$ cat config.mk
export PLATFORM = sky130hd
export DESIGN_NAME = srt_divider
export DESIGN_NICKNAME = d
export VERILOG_FILES = /design/src/srt_pkg.sv /design/src/srt_ctrl.sv /design/src/srt_divider.sv /design/src/srt_qds.sv /design/src/srt_quotient_otf.sv /design/src/srt_remainder.sv /design/src/srt_result_fix.sv
export VERILOG_INCLUDE_DIRS = /design/src
export SDC_FILE = /design/constraint.sdc
export NUM_CORES = 1
export LEC_CHECK = 0
export BUFFER_PORTS_ARGS = -buffer_cell sky130_fd_sc_hd__buf_2
export CAP_MARGIN = 15
export CORE_MARGIN = 1.5
export CORE_UTILIZATION = 45
export DETAILED_ROUTE_END_ITERATION = 8
export RECOVER_POWER = 100
export SETUP_SLACK_MARGIN = 0.1
export SYNTH_ARGS = -nofsm -noshare
export SYNTH_HDL_FRONTEND = slang
export SYNTH_SLANG_ARGS = --single-unit
$ cat constraint.sdc
create_clock -name clk -period 5.72 [get_ports clk]
set_clock_uncertainty 0.2 [all_clocks]
set_input_delay 0.858 -clock clk [delete_from_list [all_inputs] [get_ports clk]]
set_output_delay 0.858 -clock clk [all_outputs]
set_load 0.02 [all_outputs]
$ cat src/srt_defines.svh
`ifndef SRT_DEFINES_SVH
`define SRT_DEFINES_SVH

// operand width in bits, dividend and divisor both unsigned
`define SRT_WIDTH 32

// radix-4, two quotient bits per iteration
`define SRT_ITERS (`SRT_WIDTH / 2)

// partial remainder, two's complement
// sign plus two integer bits cover 4w up to 8/3 of the divisor
// one more guard bit on top
`define SRT_REM_WIDTH (`SRT_WIDTH + 4)

// normalization shift amount, 0..32 (32 only for a zero divisor)
`define SRT_LZ_WIDTH 6

// start edge to done pulse
// one normalize cycle, the iterations, one fix cycle, one done cycle
`define SRT_LATENCY (`SRT_ITERS + 3)

`endif

$ cat src/srt_pkg.sv
`include "srt_defines.svh"

package srt_pkg;

	typedef logic [`SRT_WIDTH-1:0]     operand_t; // dividend, divisor, quotient, remainder
	typedef logic [`SRT_REM_WIDTH-1:0] prem_t;    // partial remainder, signed
	typedef logic [`SRT_LZ_WIDTH-1:0]  shamt_t;   // leading-zero shift

	// sign plus four bits, units of 1/8 of the normalized divisor scale
	typedef logic [4:0] ridx_t;
	// 0.1xxx after normalization, top bit always zero
	typedef logic [4:0] didx_t;

	// signed quotient digit, negative one folded to 111
	typedef enum logic [2:0] {
		q_zero = 3'b000,
		q_pos1 = 3'b001,
		q_pos2 = 3'b010,
		q_neg2 = 3'b110,
		q_neg1 = 3'b111
	} qdigit_t;

	typedef enum logic [1:0] {
		st_idle,
		st_norm,
		st_iter,
		st_fix
	} ctrl_state_t;

	typedef struct packed {
		operand_t quotient;
		operand_t remainder;
		logic     div_by_zero;
	} div_result_t;

endpackage

$ cat src/srt_ctrl.sv
`timescale 1ns/10ps
`include "srt_defines.svh"

module srt_ctrl (
	input  logic clk,
	input  logic rst_n,
	input  logic start,
	output logic busy,
	output logic load,     // operand capture at the accepting edge
	output logic norm_en,
	output logic iter_en,
	output logic fix_en,
	output logic done
);

	srt_pkg::ctrl_state_t state_q;
	logic [3:0]           cnt_q;   // iteration count
	logic                 done_q;

	assign busy    = (state_q != srt_pkg::st_idle) | done_q; // through the done cycle
	assign load    = start & ~busy;                          // start while busy dropped
	assign norm_en = (state_q == srt_pkg::st_norm);
	assign iter_en = (state_q == srt_pkg::st_iter);
	assign fix_en  = (state_q == srt_pkg::st_fix);
	assign done    = done_q;

	always_ff @(posedge clk) begin
		if (!rst_n) begin
			state_q <= srt_pkg::st_idle;
			cnt_q   <= '0;
			done_q  <= 1'b0;
		end else begin
			done_q <= fix_en;  // one cycle after the fix
			case (state_q)
				srt_pkg::st_idle: begin
					if (load)
						state_q <= srt_pkg::st_norm;
				end
				srt_pkg::st_norm: begin
					cnt_q   <= '0;
					state_q <= srt_pkg::st_iter;
				end
				srt_pkg::st_iter: begin
					cnt_q <= cnt_q + 4'd1;
					if (cnt_q == 4'(`SRT_ITERS - 1))
						state_q <= srt_pkg::st_fix;
				end
				srt_pkg::st_fix: begin
					state_q <= srt_pkg::st_idle;
				end
				default: begin
					state_q <= srt_pkg::st_idle;
				end
			endcase
		end
	end

	// idle again right after the pulse
	assert property (@(posedge clk) disable iff (!rst_n) done |=> !busy)
		else $error("srt_ctrl: busy after done");

	// fixed latency from the accepting edge
	assert property (@(posedge clk) disable iff (!rst_n)
		done |-> $past(load, `SRT_LATENCY))
		else $error("srt_ctrl: done off the fixed latency");

endmodule

$ cat src/srt_divider.sv
`timescale 1ns/10ps

module srt_divider (
	input  logic                 clk,
	input  logic                 rst_n,
	input  logic                 start,
	input  srt_pkg::operand_t    dividend,
	input  srt_pkg::operand_t    divisor,
	output logic                 busy,
	output logic                 done,
	output srt_pkg::div_result_t result
);

	logic              load;
	logic              norm_en;
	logic              iter_en;
	logic              fix_en;
	srt_pkg::ridx_t    r_idx;
	srt_pkg::didx_t    d_idx;
	srt_pkg::qdigit_t  digit;     // shared by both datapaths each iteration
	srt_pkg::prem_t    prem;
	srt_pkg::operand_t dnorm;
	srt_pkg::shamt_t   shamt;
	logic              div_by_zero;
	srt_pkg::operand_t dividend_q;
	srt_pkg::operand_t q;
	srt_pkg::operand_t qm;

	srt_ctrl u_ctrl (
		.clk(clk), .rst_n(rst_n), .start(start), .busy(busy), .load(load),
		.norm_en(norm_en), .iter_en(iter_en), .fix_en(fix_en), .done(done)
	);

	srt_qds u_qds (.r_idx(r_idx), .d_idx(d_idx), .digit(digit));

	srt_remainder u_rem (
		.clk(clk), .rst_n(rst_n), .load(load), .norm_en(norm_en), .iter_en(iter_en),
		.dividend(dividend), .divisor(divisor), .digit(digit),
		.r_idx(r_idx), .d_idx(d_idx), .prem(prem), .dnorm(dnorm), .shamt(shamt),
		.div_by_zero(div_by_zero), .dividend_q(dividend_q)
	);

	srt_quotient_otf u_otf (
		.clk(clk), .rst_n(rst_n), .load(load), .iter_en(iter_en),
		.digit(digit), .q(q), .qm(qm)
	);

	srt_result_fix u_fix (
		.clk(clk), .rst_n(rst_n), .fix_en(fix_en), .prem(prem), .dnorm(dnorm),
		.shamt(shamt), .div_by_zero(div_by_zero), .dividend_hold(dividend_q),
		.q(q), .qm(qm), .result(result)
	);

endmodule

$ cat src/srt_qds.sv
`timescale 1ns/10ps

module srt_qds (
	input  srt_pkg::ridx_t   r_idx, // truncated estimate of 4w
	input  srt_pkg::didx_t   d_idx, // truncated normalized divisor
	output srt_pkg::qdigit_t digit
);

	logic       r_neg;   // estimate sign
	logic [4:0] r_mag;   // estimate magnitude
	logic [3:0] zero_lim; // digit is zero below this
	logic [3:0] two_lim;  // magnitude two at or above this
	logic       no_sel;  // divisor not normalized
	logic       sel_zero;
	logic       sel_two;
	logic [2:0] raw;     // {sign, magnitude} before the fold

	assign r_neg = r_idx[4];
	assign r_mag = r_neg ? (~r_idx + 5'd1) : r_idx; // 10000 is saturated away upstream

	// thresholds per divisor interval
	// negative side sits one step higher since truncation rounds toward -inf
	always_comb begin
		zero_lim = 4'd0;
		two_lim  = 4'd0;
		no_sel   = 1'b0;
		case (d_idx)
			5'b01000: begin
				zero_lim = r_neg ? 4'd3 : 4'd2;
				two_lim  = r_neg ? 4'd7 : 4'd6;
			end
			5'b01001: begin
				zero_lim = r_neg ? 4'd4 : 4'd2;
				two_lim  = r_neg ? 4'd8 : 4'd7;
			end
			5'b01010: begin
				zero_lim = r_neg ? 4'd4 : 4'd3;
				two_lim  = r_neg ? 4'd9 : 4'd8;
			end
			5'b01011: begin
				zero_lim = r_neg ? 4'd4 : 4'd3;
				two_lim  = r_neg ? 4'd10 : 4'd9;
			end
			5'b01100: begin
				zero_lim = r_neg ? 4'd5 : 4'd4;
				two_lim  = r_neg ? 4'd11 : 4'd9;
			end
			5'b01101: begin
				zero_lim = r_neg ? 4'd5 : 4'd4;
				two_lim  = r_neg ? 4'd11 : 4'd10;
			end
			5'b01110: begin
				zero_lim = r_neg ? 4'd5 : 4'd4;
				two_lim  = r_neg ? 4'd12 : 4'd11;
			end
			5'b01111: begin
				zero_lim = 4'd5; // same on both sides here
				two_lim  = r_neg ? 4'd13 : 4'd12;
			end
			default: begin
				no_sel = 1'b1; // zero divisor leaves the remainder untouched
			end
		endcase
	end

	assign sel_zero = no_sel | (r_mag[3:0] < zero_lim);
	assign sel_two  = ~sel_zero & (r_mag[3:0] >= two_lim);

	always_comb begin
		raw[2]   = r_neg & ~sel_zero;           // no negative zero
		raw[1:0] = sel_zero ? 2'b00 : (sel_two ? 2'b10 : 2'b01);
	end

	// 101 folds to 111 and the rest map straight onto the enum
	assign digit = (raw == 3'b101) ? srt_pkg::q_neg1 : srt_pkg::qdigit_t'(raw);

	// -16 has no 4-bit magnitude and would select a zero digit
	always_comb begin
		assert (r_idx != 5'b10000)
			else $error("srt_qds: remainder estimate not saturated %b", r_idx);
	end

endmodule

$ cat src/srt_quotient_otf.sv
`timescale 1ns/10ps
`include "srt_defines.svh"

module srt_quotient_otf (
	input  logic              clk,
	input  logic              rst_n,
	input  logic              load,
	input  logic              iter_en,
	input  srt_pkg::qdigit_t  digit,
	output srt_pkg::operand_t q,  // digits so far
	output srt_pkg::operand_t qm  // same minus one
);

	srt_pkg::operand_t q_nxt;
	srt_pkg::operand_t qm_nxt;

	// append two bits per digit, never a carry
	// a negative digit borrows from qm
	always_comb begin
		case (digit)
			srt_pkg::q_pos1: begin
				q_nxt  = {q[`SRT_WIDTH-3:0], 2'b01};
				qm_nxt = {q[`SRT_WIDTH-3:0], 2'b00};
			end
			srt_pkg::q_pos2: begin
				q_nxt  = {q[`SRT_WIDTH-3:0], 2'b10};
				qm_nxt = {q[`SRT_WIDTH-3:0], 2'b01};
			end
			srt_pkg::q_neg1: begin
				q_nxt  = {qm[`SRT_WIDTH-3:0], 2'b11}; // 4*qm + 3
				qm_nxt = {qm[`SRT_WIDTH-3:0], 2'b10};
			end
			srt_pkg::q_neg2: begin
				q_nxt  = {qm[`SRT_WIDTH-3:0], 2'b10}; // 4*qm + 2
				qm_nxt = {qm[`SRT_WIDTH-3:0], 2'b01};
			end
			default: begin
				q_nxt  = {q[`SRT_WIDTH-3:0], 2'b00};
				qm_nxt = {qm[`SRT_WIDTH-3:0], 2'b11};
			end
		endcase
	end

	// qm only feeds q once q is nonzero
	// a leading negative digit cannot occur, the first remainder is positive
	always_ff @(posedge clk) begin
		if (!rst_n) begin
			q  <= '0;
			qm <= '0;
		end else if (load) begin
			q  <= '0;
			qm <= '0;
		end else if (iter_en) begin
			q  <= q_nxt;
			qm <= qm_nxt;
		end
	end

endmodule

$ cat src/srt_remainder.sv
`timescale 1ns/10ps
`include "srt_defines.svh"

module srt_remainder (
	input  logic              clk,
	input  logic              rst_n,
	input  logic              load,
	input  logic              norm_en,
	input  logic              iter_en,
	input  srt_pkg::operand_t dividend,
	input  srt_pkg::operand_t divisor,
	input  srt_pkg::qdigit_t  digit,
	output srt_pkg::ridx_t    r_idx,
	output srt_pkg::didx_t    d_idx,
	output srt_pkg::prem_t    prem,
	output srt_pkg::operand_t dnorm,
	output srt_pkg::shamt_t   shamt,
	output logic              div_by_zero,
	output srt_pkg::operand_t dividend_q
);

	srt_pkg::operand_t        divisor_q;
	srt_pkg::operand_t        lo;        // dividend bits still to shift in, msb first
	srt_pkg::shamt_t          lz;
	logic [2*`SRT_WIDTH-1:0]  xs;        // dividend shifted like the divisor
	srt_pkg::prem_t           shifted;   // 4w plus two incoming bits
	srt_pkg::prem_t           dn1;
	srt_pkg::prem_t           dn2;
	srt_pkg::prem_t           mag;
	srt_pkg::prem_t           prem_nxt;
	logic [2:0]               hi;        // bits above the index window

	always_ff @(posedge clk) begin
		if (load) begin
			dividend_q <= dividend;
			divisor_q  <= divisor;
		end
	end

	// leading zeros, highest set bit wins
	always_comb begin
		lz = srt_pkg::shamt_t'(`SRT_WIDTH); // zero divisor
		for (int i = 0; i < `SRT_WIDTH; i++) begin
			if (divisor_q[i])
				lz = srt_pkg::shamt_t'(`SRT_WIDTH - 1 - i);
		end
	end

	assign xs = {{`SRT_WIDTH{1'b0}}, dividend_q} << lz;

	always_ff @(posedge clk) begin
		if (!rst_n) begin
			shamt       <= '0;
			div_by_zero <= 1'b0;
		end else if (norm_en) begin
			shamt       <= lz;
			div_by_zero <= (divisor_q == '0);
		end
	end

	always_ff @(posedge clk) begin
		if (norm_en) begin
			dnorm <= divisor_q << lz;                                 // msb set now
			prem  <= {{(`SRT_REM_WIDTH-`SRT_WIDTH+1){1'b0}}, xs[2*`SRT_WIDTH-1:`SRT_WIDTH+1]};
			lo    <= xs[`SRT_WIDTH:1];                                // lsb kept for the fixer
		end else if (iter_en) begin
			prem  <= prem_nxt;
			lo    <= {lo[`SRT_WIDTH-3:0], 2'b00};
		end
	end

	assign shifted = {prem[`SRT_REM_WIDTH-3:0], lo[`SRT_WIDTH-1:`SRT_WIDTH-2]};

	assign dn1 = {{(`SRT_REM_WIDTH-`SRT_WIDTH){1'b0}}, dnorm};
	assign dn2 = {dn1[`SRT_REM_WIDTH-2:0], 1'b0};

	// digit bits: [2] sign, 10 means two, x1 means one
	always_comb begin
		if (digit[1] && !digit[0])
			mag = dn2;
		else if (digit[0])
			mag = dn1;
		else
			mag = '0;
		prem_nxt = digit[2] ? (shifted + mag) : (shifted + (~mag + 1'b1)); // w' = 4w - q*d
	end

	// 1/8 units of the divisor scale, saturated to +-15
	// -16 would read as magnitude zero in the table
	assign hi = shifted[`SRT_REM_WIDTH-1:`SRT_REM_WIDTH-3];
	always_comb begin
		if (hi == 3'b000)
			r_idx = shifted[`SRT_REM_WIDTH-3:`SRT_REM_WIDTH-7];
		else if (hi == 3'b111)
			r_idx = (shifted[`SRT_REM_WIDTH-4:`SRT_REM_WIDTH-7] == 4'b0000) ?
				5'b10001 : shifted[`SRT_REM_WIDTH-3:`SRT_REM_WIDTH-7];
		else
			r_idx = hi[2] ? 5'b10001 : 5'b01111;
	end

	assign d_idx = {1'b0, dnorm[`SRT_WIDTH-1:`SRT_WIDTH-4]};

	// the table assumes 0.1xxx, so the shift must land the msb
	assert property (@(posedge clk) disable iff (!rst_n)
		norm_en |=> (dnorm[`SRT_WIDTH-1] || div_by_zero))
		else $error("srt_remainder: divisor not normalized");

endmodule

$ cat src/srt_result_fix.sv
`timescale 1ns/10ps
`include "srt_defines.svh"

module srt_result_fix (
	input  logic                 clk,
	input  logic                 rst_n,
	input  logic                 fix_en,
	input  srt_pkg::prem_t       prem,          // final partial remainder
	input  srt_pkg::operand_t    dnorm,
	input  srt_pkg::shamt_t      shamt,
	input  logic                 div_by_zero,
	input  srt_pkg::operand_t    dividend_hold,
	input  srt_pkg::operand_t    q,
	input  srt_pkg::operand_t    qm,
	output srt_pkg::div_result_t result
);

	logic                 rem_neg;
	srt_pkg::prem_t       dn_ext;
	srt_pkg::prem_t       r_pos;      // remainder after add-back
	srt_pkg::operand_t    q_sel;
	logic                 x0;         // dividend lsb held back from the recurrence
	logic [`SRT_WIDTH+1:0] t;
	logic [`SRT_WIDTH+1:0] dn_t;
	logic                 last_bit;   // quotient lsb
	logic [`SRT_WIDTH+1:0] t_sub;
	srt_pkg::operand_t    rem_norm;   // still scaled by 2^shamt
	srt_pkg::div_result_t res_nxt;

	assign rem_neg = prem[`SRT_REM_WIDTH-1];
	assign dn_ext  = {{(`SRT_REM_WIDTH-`SRT_WIDTH){1'b0}}, dnorm};
	assign r_pos   = rem_neg ? (prem + dn_ext) : prem;
	assign q_sel   = rem_neg ? qm : q;

	// iterations ran on the shifted dividend over two, one restoring step left
	assign x0    = (shamt == '0) ? dividend_hold[0] : 1'b0;
	assign t     = {r_pos[`SRT_WIDTH:0], x0};
	assign dn_t  = {2'b00, dnorm};
	assign last_bit = (t >= dn_t);
	assign t_sub = last_bit ? (t - dn_t) : t;
	assign rem_norm = t_sub[`SRT_WIDTH-1:0];

	always_comb begin
		if (div_by_zero) begin
			res_nxt.quotient  = '1;
			res_nxt.remainder = dividend_hold;
		end else begin
			res_nxt.quotient  = {q_sel[`SRT_WIDTH-2:0], last_bit};
			res_nxt.remainder = rem_norm >> shamt; // undo the pre-shift
		end
		res_nxt.div_by_zero = div_by_zero;
	end

	always_ff @(posedge clk) begin
		if (!rst_n)
			result <= '0;
		else if (fix_en)
			result <= res_nxt;   // held until the next fix
	end

	// depends on the digit table keeping the remainder bounded
	assert property (@(posedge clk) disable iff (!rst_n)
		(fix_en && !div_by_zero) |-> (rem_norm < dnorm))
		else $error("srt_result_fix: remainder not below divisor");

endmodule

==> results.json <==
{
  "hp-start": "divisor[16]",
  "final.min_clock_period_ns": 6.29,
  "dp_slack_ns": -0.787,
  "synth-edff-count": 159,
  "dpl.hpwl_mm": 80.9,
  "root_buffer": "clkbuf_16",
  "tightest_slew_ns": 1.17,
  "crit_path_start_kind": "register",
  "cp-end-kind": "register",
  "avgSynthCellArea_sq_um": 8.27,
  "critPathKind": "register to register",
  "die-area_sq_um": 58800,
  "detail-route-antenna-nets": 0,
  "drc": 0,
  "finalSetupViolCount": 51,
  "crit_required_ns": 5.97,
  "fin_ws_ns": -0.567,
  "reg2reg_to": "u_fix.result[19]",
  "synthesis.area_sq_um": 25800,
  "worst_path_largest_cell_delay_ns": 0.56,
  "overflow": 0,
  "rsz0062_at_grt": "true",
  "clock_path_buffers": 3,
  "core_sq_um": 56500,
  "initial_utilization_pct": 45.7,
  "fp.dieW_microns": 242,
  "gp_congestion": 1.00,
  "grt_max_degree": 73,
  "track_usage_pct": 34.6,
  "dieHeight_microns": 242,
  "nets": 3913,
  "drtIter0Drc": 2527,
  "violations": "setup timing",
  "cts_tree": "done",
  "holdCritPathClass": "input pin to register",
  "critPathMostFrequentCell": "buf_6",
  "crit_buf_inv": 4,
  "run_status": "complete, but fails checks",
  "syn_inst": 3118,
  "max_freq_mhz": 159,
  "totalWireLength_mm": 107,
  "routed_via_density": 6.10,
  "layout-drive-gt1-share_pct": 31.9,
  "path_delay_family": "compound AO/OA/AOI/OAI gates",
  "syn_nets": 3332,
  "ioPinCount": 134,
  "via_count": 27400,
  "worstSetupPathDepth": 27,
  "htreeDepth": 2,
  "min_path_cells": 1,
  "fin_tns_setup_ns": -17.22,
  "r2r-start": "u_rem.prem[0]",
  "path_clk_slew_ns": 0.06,
  "insertion_delay_ns": 0.56,
  "hold_viol": 0,
  "area_delta_synth_final_pct": 36.9,
  "drv_cap": 0,
  "whs_endpoint": "u_rem.divisor_q[16]",
  "rows": 87,
  "drv_slew": 0,
  "slew_headroom_pct": 22.1,
  "ys_seq_area_share_pct": 29.8,
  "fin_crit_sh_pct": 110,
  "first_global_vias": 26300,
  "drtPass1Iterations": 8,
  "ys.flop_type": "edfxtp_1",
  "crit_slowest_cell": "or4_4",
  "synth_cell_types": 84,
  "r2r_cells": 27,
  "grt_pass1_wl_mm": 158,
  "cts_buffers": 37,
  "yosysWarnings": 0,
  "antenna_found_initial": 6,
  "worstPathArrival_ns": 6.54,
  "io_buffers": 133,
  "path_max_fanout": 7,
  "synth-seq-cells": 304,
  "ff2ff_setup_slack_ns": -0.57,
  "clkSinkCount": 304,
  "wl_per_cell_microns": 23.9,
  "async_flop_share_pct": 0,
  "cts_hold_buffers": 0
}
[layer usage]
| layer | GRT usage [%] | routed length, microns | vias to the layer above |
|---|---|---|---|
| met2 | 57.9 | 51100 | 1066 |
| met1 | 44.5 | 44700 | 13400 |
| met4 | 14.7 | 4750 | 0 |
| li1 | - | - | 12600 |
| met5 | 0 | 0 | - |
| met3 | 4.69 | 6660 | 238 |
[worst max path at each step]
stage	to	startpoint	slack, ns
final	u_fix.result[19]	u_rem.prem[0]	-0.57
after global routing	u_fix.result[6]	u_rem.prem[0]	-0.80
after CTS	u_fix.result[8]	u_rem.dnorm[0]	-0.58
after detailed placement	u_fix.result[16]	u_rem.dnorm[0]	-0.79
after global placement	u_fix.result[19]	u_rem.dnorm[9]	-0.73
after floorplan	u_fix.result[3]	u_rem.dnorm[0]	0.05
[state kept, by name, indices dropped and copies added (netlist names)]
signal and flops:
u_ctrl.state_q 2, u_rem.div_by_zero 1, u_rem.prem 35, u_rem.divisor_q 32
u_rem.shamt 6, u_rem.dividend_q 32, u_rem.lo 32, u_otf.q 31
u_otf.qm 31, u_rem.dnorm 32, u_fix.result 65, u_ctrl.cnt_q 4
u_ctrl.done 1
[area by class of cell]
class | instances | area [sq um]
fill | 4924 | 21200
clock buffer | 47 | 1000
tap | 756 | 946
sequential | 304 | 7680
antenna | 4 | 10.0
timing repair buffer | 742 | 5790
clock inverter | 20 | 297
inverter | 179 | 674
multi-input combinational | 2435 | 18900
[cell families after synthesis]
logic type	after synthesis	share of synthesized area [%]
compound gates	929	23.7
xor+xnor	71	2.41
fa+ha+maj	147	7.25
buf+inv	379	5.69
flops	304	29.8
mux	366	15.6
simple gates	922	15.7
[Yosys cell counts, types with 13 or more instances]
library cell | count | area [sq um]
nor2_1 | 356 | 1340
nand2_1 | 306 | 1150
mux2i_1 | 304 | 3040
a21oi_1 | 253 | 1270
o21ai_0 | 203 | 1020
inv_1 | 175 | 657
edfxtp_1 | 159 | 4770
clkbuf_1 | 152 | 571
dfxtp_1 | 145 | 2900
ha_1 | 143 | 1790
a211oi_1 | 61 | 458
nand3_1 | 61 | 305
xnor2_1 | 52 | 455
nor3_1 | 43 | 215
a21o_1 | 39 | 293
mux2_2 | 37 | 417
o21a_1 | 31 | 233
a311oi_1 | 30 | 263
buf_1 | 30 | 113
nor2b_1 | 27 | 169
o211ai_1 | 25 | 188
mux4_2 | 24 | 541
o221ai_1 | 24 | 210
nand2b_1 | 23 | 144
nand4_1 | 23 | 144
o21bai_1 | 23 | 173
o31ai_1 | 23 | 173
a22oi_1 | 22 | 165
nor4_1 | 20 | 125
a31oi_1 | 19 | 119
xor2_1 | 19 | 166
o22ai_1 | 17 | 106
o2bb2ai_1 | 17 | 149
a22o_1 | 15 | 131
and2_1 | 13 | 81.3
buf_2 | 13 | 65.1
[stage by stage]
| step | hold WS (ns) | cell area [sq um] | utilization (%) | cells |
|---|---|---|---|---|
| 6_report | 0.270 | 35300 | 62.5 | 4487 |
| 5_1_grt | 0.255 | 35300 | 62.5 | 4487 |
| 4_1_cts | 0.247 | 33400 | 59.1 | 4416 |
| 3_5_place_dp | 0.281 | 30600 | 54.1 | 4290 |
| 3_3_place_gp | 0.272 | 30600 | 54.1 | 4290 |
| 2_1_floorplan | 0.261 | 26000 | - | 3118 |
[placed cells by master, fill, tap and decap left out, drive strengths merged, types with 13 or more instances in the layout]
| cell type | synthesis | final |
|---|---|---|
| nor3 | 43 | 43 |
| buf | 48 | 738 |
| o2bb2ai | 17 | 17 |
| dfxtp | 145 | 145 |
| o21a | 31 | 31 |
| a21o | 39 | 39 |
| a31oi | 19 | 19 |
| nor4 | 21 | 21 |
| o21ai | 208 | 208 |
| mux2 | 37 | 37 |
| clkbuf | 152 | 50 |
| inv | 178 | 178 |
| o22ai | 17 | 17 |
| nor2b | 27 | 27 |
| xnor2 | 52 | 52 |
| ha | 143 | 143 |
| mux4 | 24 | 24 |
| nand2b | 23 | 23 |
| o221ai | 24 | 24 |
| nand3 | 61 | 61 |
| a211oi | 61 | 61 |
| a22o | 15 | 15 |
| nand4 | 24 | 24 |
| o21bai | 23 | 23 |
| edfxtp | 159 | 159 |
| a311oi | 30 | 30 |
| mux2i | 305 | 305 |
| a21oi | 253 | 253 |
| nand2 | 306 | 306 |
| o211ai | 26 | 26 |
| o31ai | 23 | 23 |
| nor2 | 356 | 356 |
| a22oi | 22 | 22 |
| and2 | 13 | 13 |
| xor2 | 19 | 19 |
[what timing repair did]
action	CTS	global route
pin swaps	119	167
buffers inserted	56	77
endpoints found under the setup margin	58	62
endpoints found under the hold margin	0	0
gates resized for setup	213	297
cloned	5	2
Power is left out: the tool's default activity adds up to more than one toggle a clock period on the data nets, which glitch-free logic cannot reach.
